**config.mk**
```make
export PLATFORM = sky130hd
export DESIGN_NAME = floor_logic_top
export DESIGN_NICKNAME = d
export VERILOG_FILES = /design/src/hdl/elev_floor_pkg.sv /design/src/hdl/elev_car_pkg.sv /design/src/hdl/floor_logic_top.sv /design/src/hdl/car_dispatcher.sv /design/src/hdl/call_stack.sv /design/src/hdl/call_latch.sv
export VERILOG_INCLUDE_DIRS = /design/src /design/src/hdl
export SDC_FILE = /design/constraint.sdc
export NUM_CORES = 1
export LEC_CHECK = 0
export BUFFER_PORTS_ARGS = -buffer_cell sky130_fd_sc_hd__buf_2
export CAP_MARGIN = 20
export CORE_ASPECT_RATIO = 2
export CORE_MARGIN = 2
export CORE_UTILIZATION = 55
export CTS_CLUSTER_DIAMETER = 30
export DETAILED_ROUTE_END_ITERATION = 10
export PLACE_DENSITY = 0.75
export SYNTH_ARGS = -nofsm -noshare
export SYNTH_HDL_FRONTEND = slang
export SYNTH_SLANG_ARGS = --single-unit
```
**constraint.sdc**
```tcl
create_clock -name clock -period 9.7 [get_ports clock]
set_clock_uncertainty 0.1 [all_clocks]
set_input_delay 0.485 -clock clock [delete_from_list [all_inputs] [get_ports clock]]
set_output_delay 0.485 -clock clock [all_outputs]
set_load 0.02 [all_outputs]
```
**src/hdl/elev_params.svh**
```systemverilog
`ifndef ELEV_PARAMS_SVH
`define ELEV_PARAMS_SVH

// Building size and index widths
`define ELEV_NUM_FLOORS     11
`define ELEV_FLOOR_W        4

// Car state word from the motion FSM
`define ELEV_STATE_W        6
`define ELEV_EMERGENCY_CODE 31

// Entries held by each request stack
`define ELEV_STACK_DEPTH    11

`endif
```
**src/hdl/elev_floor_pkg.sv**
```systemverilog
`include "elev_params.svh"

package elev_floor_pkg;

    //////////////////////////////////////////////////
    // Floor side types
    //////////////////////////////////////////////////

    // Floor index, 0 is the ground floor
    typedef logic [`ELEV_FLOOR_W-1:0] floor_t;

    // One bit per floor, for buttons and lights
    typedef logic [`ELEV_NUM_FLOORS-1:0] floor_vec_t;

    // Top entry of a request stack
    typedef struct packed {
        logic   valid;
        floor_t floor;
    } stack_top_t;

endpackage

```
**src/hdl/elev_car_pkg.sv**
```systemverilog
`include "elev_params.svh"

package elev_car_pkg;

    import elev_floor_pkg::*;

    //////////////////////////////////////////////////
    // Car state codes of the motion FSM
    //////////////////////////////////////////////////

    // Stop state n means the car rests at floor n
    typedef enum logic [`ELEV_STATE_W-1:0] {
        STOP_F0 = 0, STOP_F1, STOP_F2, STOP_F3,
        STOP_F4, STOP_F5, STOP_F6, STOP_F7,
        STOP_F8, STOP_F9, STOP_F10,
        // Travel upward between two floors
        UP_F0_F1, UP_F1_F2, UP_F2_F3, UP_F3_F4,
        UP_F4_F5, UP_F5_F6, UP_F6_F7, UP_F7_F8,
        UP_F8_F9, UP_F9_F10,
        // Travel downward between two floors
        DOWN_F10_F9, DOWN_F9_F8, DOWN_F8_F7, DOWN_F7_F6,
        DOWN_F6_F5, DOWN_F5_F4, DOWN_F4_F3, DOWN_F3_F2,
        DOWN_F2_F1, DOWN_F1_F0,
        EMERGENCY = `ELEV_EMERGENCY_CODE
    } car_state_t;

    //////////////////////////////////////////////////
    // Status in, dispatch out
    //////////////////////////////////////////////////

    typedef struct packed {
        car_state_t state;
        floor_t     floor;
    } car_status_t;

    // Request handed to the motion FSM
    typedef struct packed {
        floor_t target;
        logic   direction_up;
        logic   activate;
    } dispatch_t;

    function automatic logic is_stop_state(input car_state_t state);
        return state <= STOP_F10;
    endfunction

endpackage

```
**src/hdl/floor_logic_top.sv**
```systemverilog
`timescale 1ns/1ps

module floor_logic_top (
    input  logic                       clock,
    input  logic                       reset_n,
    input  elev_floor_pkg::floor_vec_t car_buttons,
    input  elev_floor_pkg::floor_vec_t hall_buttons,
    input  logic                       door_open_button,
    input  logic                       door_close_button,
    input  logic                       emergency_button,
    input  logic                       power_switch,
    input  elev_car_pkg::car_status_t  status,
    output elev_car_pkg::dispatch_t    dispatch,
    output elev_floor_pkg::floor_vec_t car_lights,
    output elev_floor_pkg::floor_vec_t hall_lights,
    output logic                       door_open_allowed,
    output logic                       door_close_allowed
);

    import elev_floor_pkg::*;

    stack_top_t stopped_top;
    stack_top_t travel_top;
    floor_t     push_floor;
    floor_t     arrive_floor;
    logic       stopped_push;
    logic       travel_push;
    logic       stopped_pop;
    logic       travel_pop;
    logic       stopped_full;
    logic       travel_full;
    logic       flush;
    logic       arrive;

    //////////////////////////////////////////////////
    // Button intake
    //////////////////////////////////////////////////

    call_latch latch (
        .clock, .reset_n, .car_buttons, .hall_buttons, .status,
        .stopped_full, .travel_full, .flush, .arrive, .arrive_floor,
        .car_lights, .hall_lights, .stopped_push, .travel_push, .push_floor
    );

    //////////////////////////////////////////////////
    // Request stacks
    //////////////////////////////////////////////////

    call_stack stopped_stack (
        .clock, .reset_n, .push(stopped_push), .push_floor, .pop(stopped_pop),
        .flush, .top(stopped_top), .full(stopped_full)
    );

    call_stack travel_stack (
        .clock, .reset_n, .push(travel_push), .push_floor, .pop(travel_pop),
        .flush, .top(travel_top), .full(travel_full)
    );

    //////////////////////////////////////////////////
    // Dispatch to the motion FSM
    //////////////////////////////////////////////////

    car_dispatcher dispatcher (
        .clock, .reset_n, .status, .stopped_top, .travel_top,
        .door_open_button, .door_close_button, .emergency_button, .power_switch,
        .dispatch, .stopped_pop, .travel_pop, .flush, .arrive, .arrive_floor,
        .door_open_allowed, .door_close_allowed
    );

endmodule

```
**src/hdl/car_dispatcher.sv**
```systemverilog
`timescale 1ns/1ps

module car_dispatcher (
    input  logic                       clock,
    input  logic                       reset_n,
    input  elev_car_pkg::car_status_t  status,
    input  elev_floor_pkg::stack_top_t stopped_top,
    input  elev_floor_pkg::stack_top_t travel_top,
    input  logic                       door_open_button,
    input  logic                       door_close_button,
    input  logic                       emergency_button,
    input  logic                       power_switch,
    output elev_car_pkg::dispatch_t    dispatch,
    output logic                       stopped_pop,
    output logic                       travel_pop,
    output logic                       flush,
    output logic                       arrive,
    output elev_floor_pkg::floor_t     arrive_floor,
    output logic                       door_open_allowed,
    output logic                       door_close_allowed
);

    import elev_floor_pkg::*;
    import elev_car_pkg::*;

    logic       stopped;
    logic       serve;
    logic       use_travel;
    logic       at_target;
    logic       activate;
    logic       last_up;
    stack_top_t sel_top;
    floor_t     target;

    assign stopped = is_stop_state(status.state);
    assign flush   = !power_switch || emergency_button;
    assign serve   = stopped && !flush;

    //////////////////////////////////////////////////
    // Target selection
    //////////////////////////////////////////////////

    // Requests made during travel go first
    assign use_travel = travel_top.valid;
    assign sel_top    = use_travel ? travel_top : stopped_top;

    assign target   = (serve && sel_top.valid) ? sel_top.floor : status.floor;
    assign activate = serve && (target != status.floor);

    // Car already sits at the selected floor
    assign at_target   = serve && sel_top.valid && (sel_top.floor == status.floor);
    assign travel_pop  = at_target && use_travel;
    assign stopped_pop = at_target && !use_travel;

    assign arrive       = serve;
    assign arrive_floor = status.floor;

    // Direction held between requests, up after reset
    always_ff @(posedge clock or negedge reset_n) begin
        if (!reset_n) begin
            last_up <= 1'b1;
        end else if (activate) begin
            last_up <= (target > status.floor);
        end
    end

    always_comb begin
        dispatch.target       = target;
        dispatch.activate     = activate;
        dispatch.direction_up = activate ? (target > status.floor) : last_up;
    end

    // Doors only respond at a landing with power on
    assign door_open_allowed  = stopped && power_switch && door_open_button;
    assign door_close_allowed = stopped && power_switch && door_close_button;

endmodule

```
**src/hdl/call_stack.sv**
```systemverilog
`timescale 1ns/1ps
`include "elev_params.svh"

module call_stack (
    input  logic                       clock,
    input  logic                       reset_n,
    input  logic                       push,
    input  elev_floor_pkg::floor_t     push_floor,
    input  logic                       pop,
    input  logic                       flush,
    output elev_floor_pkg::stack_top_t top,
    output logic                       full
);

    import elev_floor_pkg::*;

    localparam int PTR_W = $clog2(`ELEV_STACK_DEPTH + 1);

    // Entry storage, ptr counts the entries held
    floor_t           mem [`ELEV_STACK_DEPTH];
    logic [PTR_W-1:0] ptr;
    logic [PTR_W-1:0] base;
    logic             empty;
    logic             do_pop;
    logic             do_push;

    assign empty = (ptr == '0);
    assign full  = (ptr == PTR_W'(`ELEV_STACK_DEPTH));

    //////////////////////////////////////////////////
    // Pop first, then push on the freed level
    //////////////////////////////////////////////////

    assign do_pop  = pop && !empty;
    assign base    = ptr - PTR_W'(do_pop);
    assign do_push = push && (base != PTR_W'(`ELEV_STACK_DEPTH));

    always_ff @(posedge clock or negedge reset_n) begin
        if (!reset_n) begin
            ptr <= '0;
        end else if (flush) begin
            ptr <= '0;
        end else begin
            ptr <= base + PTR_W'(do_push);
        end
    end

    always_ff @(posedge clock) begin
        if (do_push && !flush) begin
            mem[base] <= push_floor;
        end
    end

    //////////////////////////////////////////////////
    // Top of stack view
    //////////////////////////////////////////////////

    always_comb begin
        top.valid = !empty;
        top.floor = '0;
        if (!empty) begin
            top.floor = mem[ptr - 1'b1];
        end
    end

endmodule

```
**src/hdl/call_latch.sv**
```systemverilog
`timescale 1ns/1ps
`include "elev_params.svh"

module call_latch (
    input  logic                       clock,
    input  logic                       reset_n,
    input  elev_floor_pkg::floor_vec_t car_buttons,
    input  elev_floor_pkg::floor_vec_t hall_buttons,
    input  elev_car_pkg::car_status_t  status,
    input  logic                       stopped_full,
    input  logic                       travel_full,
    input  logic                       flush,
    input  logic                       arrive,
    input  elev_floor_pkg::floor_t     arrive_floor,
    output elev_floor_pkg::floor_vec_t car_lights,
    output elev_floor_pkg::floor_vec_t hall_lights,
    output logic                       stopped_push,
    output logic                       travel_push,
    output elev_floor_pkg::floor_t     push_floor
);

    import elev_floor_pkg::*;
    import elev_car_pkg::*;

    floor_vec_t own_mask;
    floor_vec_t car_cand;
    floor_vec_t hall_cand;
    floor_vec_t accept_mask;
    floor_vec_t arrive_mask;
    logic       in_travel;
    logic       target_full;
    logic       accept_car;
    logic       accept_hall;

    // Lowest pressed floor of a candidate vector
    function automatic floor_t lowest_floor(input floor_vec_t v);
        floor_t idx;
        idx = '0;
        for (int i = `ELEV_NUM_FLOORS - 1; i >= 0; i--) begin
            if (v[i]) begin
                idx = floor_t'(i);
            end
        end
        return idx;
    endfunction

    //////////////////////////////////////////////////
    // Press selection
    //////////////////////////////////////////////////

    assign in_travel = (status.state >= UP_F0_F1) && (status.state <= DOWN_F1_F0);
    assign target_full = in_travel ? travel_full : stopped_full;

    // The floor the car rests at cannot be requested
    assign own_mask = is_stop_state(status.state) ? (floor_vec_t'(1) << status.floor) : '0;

    assign car_cand  = car_buttons & ~car_lights & ~own_mask;
    assign hall_cand = hall_buttons & ~hall_lights & ~own_mask;

    // Car panel wins, a held hall press retries next cycle
    assign accept_car  = !flush && !target_full && (|car_cand);
    assign accept_hall = !flush && !target_full && !(|car_cand) && (|hall_cand);

    assign push_floor   = (|car_cand) ? lowest_floor(car_cand) : lowest_floor(hall_cand);
    assign stopped_push = (accept_car || accept_hall) && !in_travel;
    assign travel_push  = (accept_car || accept_hall) && in_travel;

    assign accept_mask = floor_vec_t'(1) << push_floor;
    assign arrive_mask = arrive ? (floor_vec_t'(1) << arrive_floor) : '0;

    //////////////////////////////////////////////////
    // Button lights
    //////////////////////////////////////////////////

    always_ff @(posedge clock or negedge reset_n) begin
        if (!reset_n) begin
            car_lights  <= '0;
            hall_lights <= '0;
        end else if (flush) begin
            car_lights  <= '0;
            hall_lights <= '0;
        end else begin
            car_lights  <= (car_lights & ~arrive_mask) | (accept_car ? accept_mask : '0);
            hall_lights <= (hall_lights & ~arrive_mask) | (accept_hall ? accept_mask : '0);
        end
    end

endmodule

```
# Word level (Yosys, flattened, before mapping)
# Memory sizes are Yosys's and may differ from the RTL's.
# Index checks and enable logic that the tools add are counted.
[word_totals] reg_bits=31 ram_bits=88 input_bits=38 output_inout_bits=30 wordCells=112 n_memories=2
[mem_list] name="stopped_stack.mem" words=11 width=4 read_ports=1 rd_clocked_by_memory_dff=0 write_ports=1 line="call_stack.sv:20" text="floor_t mem [`ELEV_STACK_DEPTH];"
[mem_list] name="travel_stack.mem" words=11 width=4 read_ports=1 rd_clocked_by_memory_dff=0 write_ports=1 line="call_stack.sv:20"
[op_classes] add_sub_neg=6 n_lt_le_gt_ge=4 eq_ne=6 shift=2 n_mux=40 bitwise_logic=12 n_reduce_logical=35
[ops] cell="4-bit two-way mux" count=27
[ops] cell="11-bit bitwise AND" count=6
[ops] cell="11-bit two-way mux" count=6
[ops] cell="11-bit NOT" count=4
[ops] cell="1-bit logical AND" count=22
[ops] cell="11-bit OR" count=2
[ops] cell="11-bit OR reduction" count=2
[ops] cell="1-bit by 4-bit << shifter with 11-bit output (first input constant)" count=2
[ops] cell="4-bit by 1-bit adder with 4-bit output" count=2
[ops] cell="4-bit == test (second input constant)" count=2
[ops] cell="4-bit zero test" count=2
[ops] cell="4-bit != test (second input constant)" count=2
[ops] cell="4-bit by 1-bit subtractor with 4-bit output" count=2
[ops] cell="4-bit by 1-bit subtractor with 4-bit output (second input constant)" count=2
[ops] cell="1-bit zero test" count=7
[ops] cell="6-bit by 4-bit >= comparator with 1-bit output (second input constant)" count=1
[ops] cell="6-bit by 4-bit <= comparator with 1-bit output (second input constant)" count=1
[ops] cell="6-bit by 5-bit <= comparator with 1-bit output (second input constant)" count=1
[ops] cell="1-bit two-way mux" count=6
[ops] cell="5-bit two-way mux" count=1
[ops] cell="4-bit == test" count=1
[ops] cell="4-bit greater-than comparator" count=1
[ops] cell="4-bit != test" count=1
[ops] cell="1-bit logical OR" count=2

# Logic depth before layout (Yosys ltp)
[logic_depth] word_depth=20 mapped_depth=25 ltp_nobuf=21

# Modules after synthesis
# Synthesis repeated with hierarchy kept, for this count alone.
[hier_totals] cells_unflattened=586 hier_area_um2=6830.3
[modules_own_cells] mod="call_stack" instances=2 cells_per_inst=149 area_each_um2=2240.9 seq_area_each_um2=1421.4
[modules_own_cells] mod="call_latch" instances=1 cells_per_inst=234 area_each_um2=1939.4 seq_area_each_um2=550.5
[modules_own_cells] mod="car_dispatcher" instances=1 cells_per_inst=54 area_each_um2=409.1 seq_area_each_um2=26.3

# Worst setup path after synthesis
# OpenSTA, ideal clock, no wires.
[synth_timing] kind="register to register" from="register travel_stack.ptr[0]" to="memory stopped_stack.mem[3][0] (netlist bit) (enable)" setup_time_ns=0.361 arrival_ns=5.108 t_required_ns=9.239 slack_ns=4.130 stages_incl_launch_ff=22 n_path_buf=3 period_less_slack_ns=5.570 cell_sequence="dfrtp_1 clkbuf_1 buf_1 inv_1 ha_1 buf_1 mux4_2 mux2_2 mux2_2 a32oi_1 xnor2_1 nor2_1 and4_1 and2_1 ha_1 ha_1 xnor2_1 nand2_1 nor3_1 or3b_1 or3_1 nor3_1"
[synth_via] elab_chain_cells=13 elab_cells_between_ends=25 cone_classes="add/sub (2); eq/ne (3); mux (4); reduce/logical (15); memory (1)"
[synth_lines] item="start, declared" line="call_stack.sv:21" text="logic [PTR_W-1:0] ptr;"
[synth_lines] item="start signal, assigned" line="call_stack.sv:44" text="ptr <= base + PTR_W'(do_push);"
[synth_lines] item="4-bit by 1-bit subtractor with 4-bit output / 4-bit zero test (equally long branches)" line="call_stack.sv:62, call_stack.sv:27"
[synth_lines] item="memory read 11 x 4 bit / 1-bit zero test (equally long branches)"
[synth_lines] item="5-bit two-way mux" line="car_dispatcher.sv:45" text="assign sel_top = use_travel ? travel_top : stopped_top;"
[synth_lines] item="4-bit == test / 1-bit logical AND (equally long branches)" line="car_dispatcher.sv:51" text="assign at_target = serve && sel_top.valid && (sel_top.floor == status.floor);"
[synth_lines] item="1-bit logical AND" line="car_dispatcher.sv:51"
[synth_lines] item="1-bit logical AND" line="car_dispatcher.sv:53" text="assign stopped_pop = at_target && !use_travel;"
[synth_lines] item="1-bit logical AND" line="call_stack.sv:34" text="assign do_pop = pop && !empty;"
[synth_lines] item="4-bit by 1-bit subtractor with 4-bit output" line="call_stack.sv:35" text="assign base = ptr - PTR_W'(do_pop);"
[synth_lines] item="4-bit != test" line="call_stack.sv:36" text="assign do_push = push && (base != PTR_W'(`ELEV_STACK_DEPTH));"
[synth_lines] item="1-bit logical AND" line="call_stack.sv:36"
[synth_lines] item="1-bit logical AND" line="call_stack.sv:49" text="if (do_push && !flush) begin"
[synth_lines] item="1-bit two-way mux" line="call_stack.sv:49"
[synth_lines] item="1-bit two-way mux (not written as such)" line="call_stack.sv:50" text="mem[base] <= push_floor;"
[synth_lines] item="end, declared" line="call_stack.sv:20"
# Parallel ways exist; a longest one is shown, timed or not.

# Worst setup path after layout
[layout_timing] from="register travel_stack.ptr[0]" to="memory travel_stack.mem[7][0] (netlist bit) (enable)"
[layout_via] elab_chain_cells=13 elab_cells_between_ends=25 cone_classes="add/sub (2); eq/ne (3); mux (4); reduce/logical (15); memory (1)"
[layout_lines] item="4-bit by 1-bit subtractor with 4-bit output / 4-bit zero test (equally long branches)" line="call_stack.sv:62, call_stack.sv:27"
[layout_lines] item="memory read 11 x 4 bit / 1-bit zero test (equally long branches)"
[layout_lines] item="5-bit two-way mux" line="car_dispatcher.sv:45"
[layout_lines] item="4-bit == test / 1-bit logical AND (equally long branches)" line="car_dispatcher.sv:51"
[layout_lines] item="1-bit logical AND" line="car_dispatcher.sv:51"
[layout_lines] item="1-bit logical AND" line="car_dispatcher.sv:52" text="assign travel_pop = at_target && use_travel;"
[layout_lines] item="1-bit logical AND" line="call_stack.sv:34"
[layout_lines] item="4-bit by 1-bit subtractor with 4-bit output" line="call_stack.sv:35"
[layout_lines] item="4-bit != test" line="call_stack.sv:36"
[layout_lines] item="1-bit logical AND" line="call_stack.sv:36"
[layout_lines] item="1-bit logical AND" line="call_stack.sv:49"
[layout_lines] item="1-bit two-way mux" line="call_stack.sv:49"
[layout_lines] item="1-bit two-way mux (not written as such)" line="call_stack.sv:50"
[layout_lines] item="end, declared" line="call_stack.sv:20"
# Parallel ways exist; a longest one is shown, timed or not.

==> summary.md <==
| Metric | Value |
|---|---|
| Die H | about 160 µm |
| Synth warn | 0 |
| Total Routing Usage GR | 0.288 |
| Unrepaired setup endpoints after global routing | no |
| Via density | 6.18 |
| Arr. time, crit path | roughly 6.3 ns |
| Resize count post-CTS | 0 |
| DRC errors left | 0 |
| Slew @ Worst Pin | 0.927 ns |
| R2R setup slack | 3.37 ns |
| Share of layout cells above drive strength 1 | 0.248 |
| Largest net degree at the start of global routing | 32 |
| Post-synth top area share | 0.404 |
| #FFs+latches synth | 119 |
| Post-CTS Hold Buffers | 0 |
| Root Driver | clkbuf_16 |
| TritonCTS Buffers | 17 |
| Leading area contributor after synthesis | edfxtp_1 |
| Leakage | 2.92 nW |
| Maximum fanout along the worst path | 16 |
| IO Count | around 70 |
| Total Nets Final | 666 |
| R2R cell count | 17 |
| Initial DRC Count | 383 |
| Top cells by area, synth | edfxtp_1 (40%), dfrtp_1 (11%), mux4_2 (5.5%) |
| Worst skew pair latency | 0.41 ns |
| Max-Slew Margin vs Limit | 0.381 |
| Final setup violation count | 0 |
| CTS tree | built |
| Register area share after synthesis | 0.523 |
| Die outline width | 81.1 µm |
| Final RePlAce weighted congestion | 0.965 |
| Design area | 7640 µm² |
| Mapped Nets | 597 |
| DP Wirelength | 12500 µm |
| Routed len/inst | 22.3 µm |
| Worst R2R End | travel_stack.mem[7][0] |
| CTS H-tree lvls | 4 |
| Hold Vio Cnt, Final | 0 |
| Inserted Diodes | 0 |
| Distinct cell type count after synthesis | roughly 70 |
| Crit end category | register |
| Most common cell after layout, fill and taps aside | edfxtp_1 |
| Number of setup buffers added after CTS | 0 |
| WHS | 0.0418 ns |
| Maxcap violations | 0 |
| Die area | 12800 µm² |
| Iteration count of the initial detailed-routing pass | 4 |
| # port buffers | 67 |
| Netlist Area Pre-Place | between 6000 and 7000 µm² |
| Initial Util | 0.562 |
| Most frequent cells in the layout | edfxtp_1 (88), buf_2 (67), nor2_1 (49) |
| Final min period | 6.33 ns |
| Worst R2R Start | travel_stack.ptr[0] |
| Average size of a mapped cell | 12.0 µm² |
| # rows | 56 |
| Total number of vias | roughly 4800 |
| CTS sink cnt | 119 |
| Crit share post-route | 0.652 |
| Placed Area | roughly 7000 µm² |
| TNS Setup | 0 ns |
| Critical path startpoint category | register |
| Clock-pin transition on the worst setup and hold timing paths | roughly 0.06 ns |
| First-pass GRT wire length | 26200 µm |
| Utilization after layout | 0.657 |
| WS Path Type | reg2reg |
| Core ar. | 11600 µm² |
| EDFF count, synth | between 80 and 90 |
| Critical Path RT | 9.65 ns |
| Final WL | 17100 µm |
| Initial antenna violation count | 0 |
| Run status | complete, no violations |
| Slew Limit Fails | 0 |
| Synthesis-to-layout area growth | 16.8% |
| FMAX | around 160 MHz |
| Post-synthesis cell count | 543 |
| Dominant synthesized flop cell | edfxtp_1 |
| Total gr overflow | 0 |
| Layout fillers | 916 |
| Detail Route Antenna Nets | 0 |
| Vias in the first global route | 4777 |
| Hold Crit Class | in2async |
| PD cells | 179 nW/µm² |
| CTS Buffer Depth | 2 |
| VDD IR-drop max | around 0.00015 V |
| Share of flip-flops with an asynchronous set or reset | 0.261 |
how the worst max path moves through the flow:
stage                             start                 endpoint  slack (ns)
floorplan           travel_stack.ptr[0]  stopped_stack.mem[3][0]        4.13
global placement    travel_stack.ptr[0]  stopped_stack.mem[7][1]        3.91
detailed placement  travel_stack.ptr[0]   travel_stack.mem[7][3]        3.58
CTS                 travel_stack.ptr[0]   travel_stack.mem[3][3]        3.37
global route        travel_stack.ptr[0]   travel_stack.mem[7][1]        2.86
finish              travel_stack.ptr[0]   travel_stack.mem[7][0]        3.37
synth_stat cells (3+ instances only):
master	instances
edfxtp_1	88
nor2_1	49
nand2_1	38
dfrtp_1	30
a21oi_1	27
nor2b_1	23
o21ai_0	20
nor3_1	19
mux2i_1	18
ha_1	16
mux4_2	16
inv_1	15
and2_1	14
mux2_2	11
xnor2_1	11
clkbuf_1	10
nand3_1	10
a32o_1	8
nand2b_1	8
xor2_1	7
and2b_2	6
o211ai_1	5
o32ai_1	5
buf_1	4
nand4_1	4
o2bb2ai_1	4
or3_1	4
a22oi_1	3
a31oi_1	3
a32oi_1	3
and3_1	3
clkbuf_8	3
nand3b_1	3
nor3b_1	3
o221ai_1	3
o31ai_1	3
metal layers:
| layer | track usage | share of wire | up-vias |
|---|---|---|---|
| met5 | 0 | 0 | - |
| met4 | 0.141 | 0.041 | 0 |
| met3 | 0.0525 | 0.039 | 42 |
| met2 | 0.536 | 0.57 | 189 |
| met1 | 0.298 | 0.35 | 2318 |
| li1 | - | - | 2208 |
where the power goes:
part | internal [mW] | total, mW | switching [mW]
registers | 0.557 | 0.560 | 0.00346
logic | 0.0420 | 0.124 | 0.0820
clock network | 0.458 | 0.685 | 0.227
registers in the layout, summed over array words and instances, names as in the netlist:
name                count
travel_stack.mem       44
dispatcher.last_up      1
latch.car_lights       11
latch.hall_lights      11
stopped_stack.ptr       4
travel_stack.ptr        4
stopped_stack.mem      44
cells by family (layout without fill, tap and decap cells):
logic type	Yosys count	in the layout	synth area share
AND/OR/NAND/NOR	199	199	0.162
XOR/XNOR	18	18	0.0241
multiplexers	45	45	0.102
flip-flops	119	119	0.523
adder cells (fa/ha/maj)	16	16	0.0306
AO/OA/AOI/OAI	110	110	0.131
buffers and inverters	36	118	0.0274
metrics by stage:
step                      cells  power, mW  worst slack [ns]
after floorplan             543      0.649              4.13
final                       770       1.37              3.37
after detailed placement    737      0.691              3.58
after global placement      737      0.689              3.91
after global routing        770       1.41              2.86
after CTS                   769       1.37              3.37
critical path, stage by stage (launching register included):
cell and delay (ns):
dfrtp_1 0.85, inv_1 0.22, ha_1 0.73, mux4_2 0.41, mux2_2 0.29, mux2_2 0.28
a32oi_1 0.25, xnor2_1 0.15, nor2_1 0.05, and4_1 0.20, and2_1 0.18, ha_1 0.22
ha_1 0.21, xor2_1 0.33, nor2_1 0.13, a311oi_1 0.59, nand3_1 0.24, nor3_1 0.53
final cells by class:
type | count | area [µm²] | share of cell area
clock buffers | 18 | 429 | 0.0562
repair buffers | 71 | 373 | 0.0488
well taps | 145 | 181 | 0.0238
multi-input cells | 388 | 2950 | 0.387
flip-flops and latches | 119 | 3420 | 0.448
inverters | 15 | 56.3 | 0.00737
clock inverters | 14 | 223 | 0.0292
No activity file was read; power rests on OpenSTA's default activity.
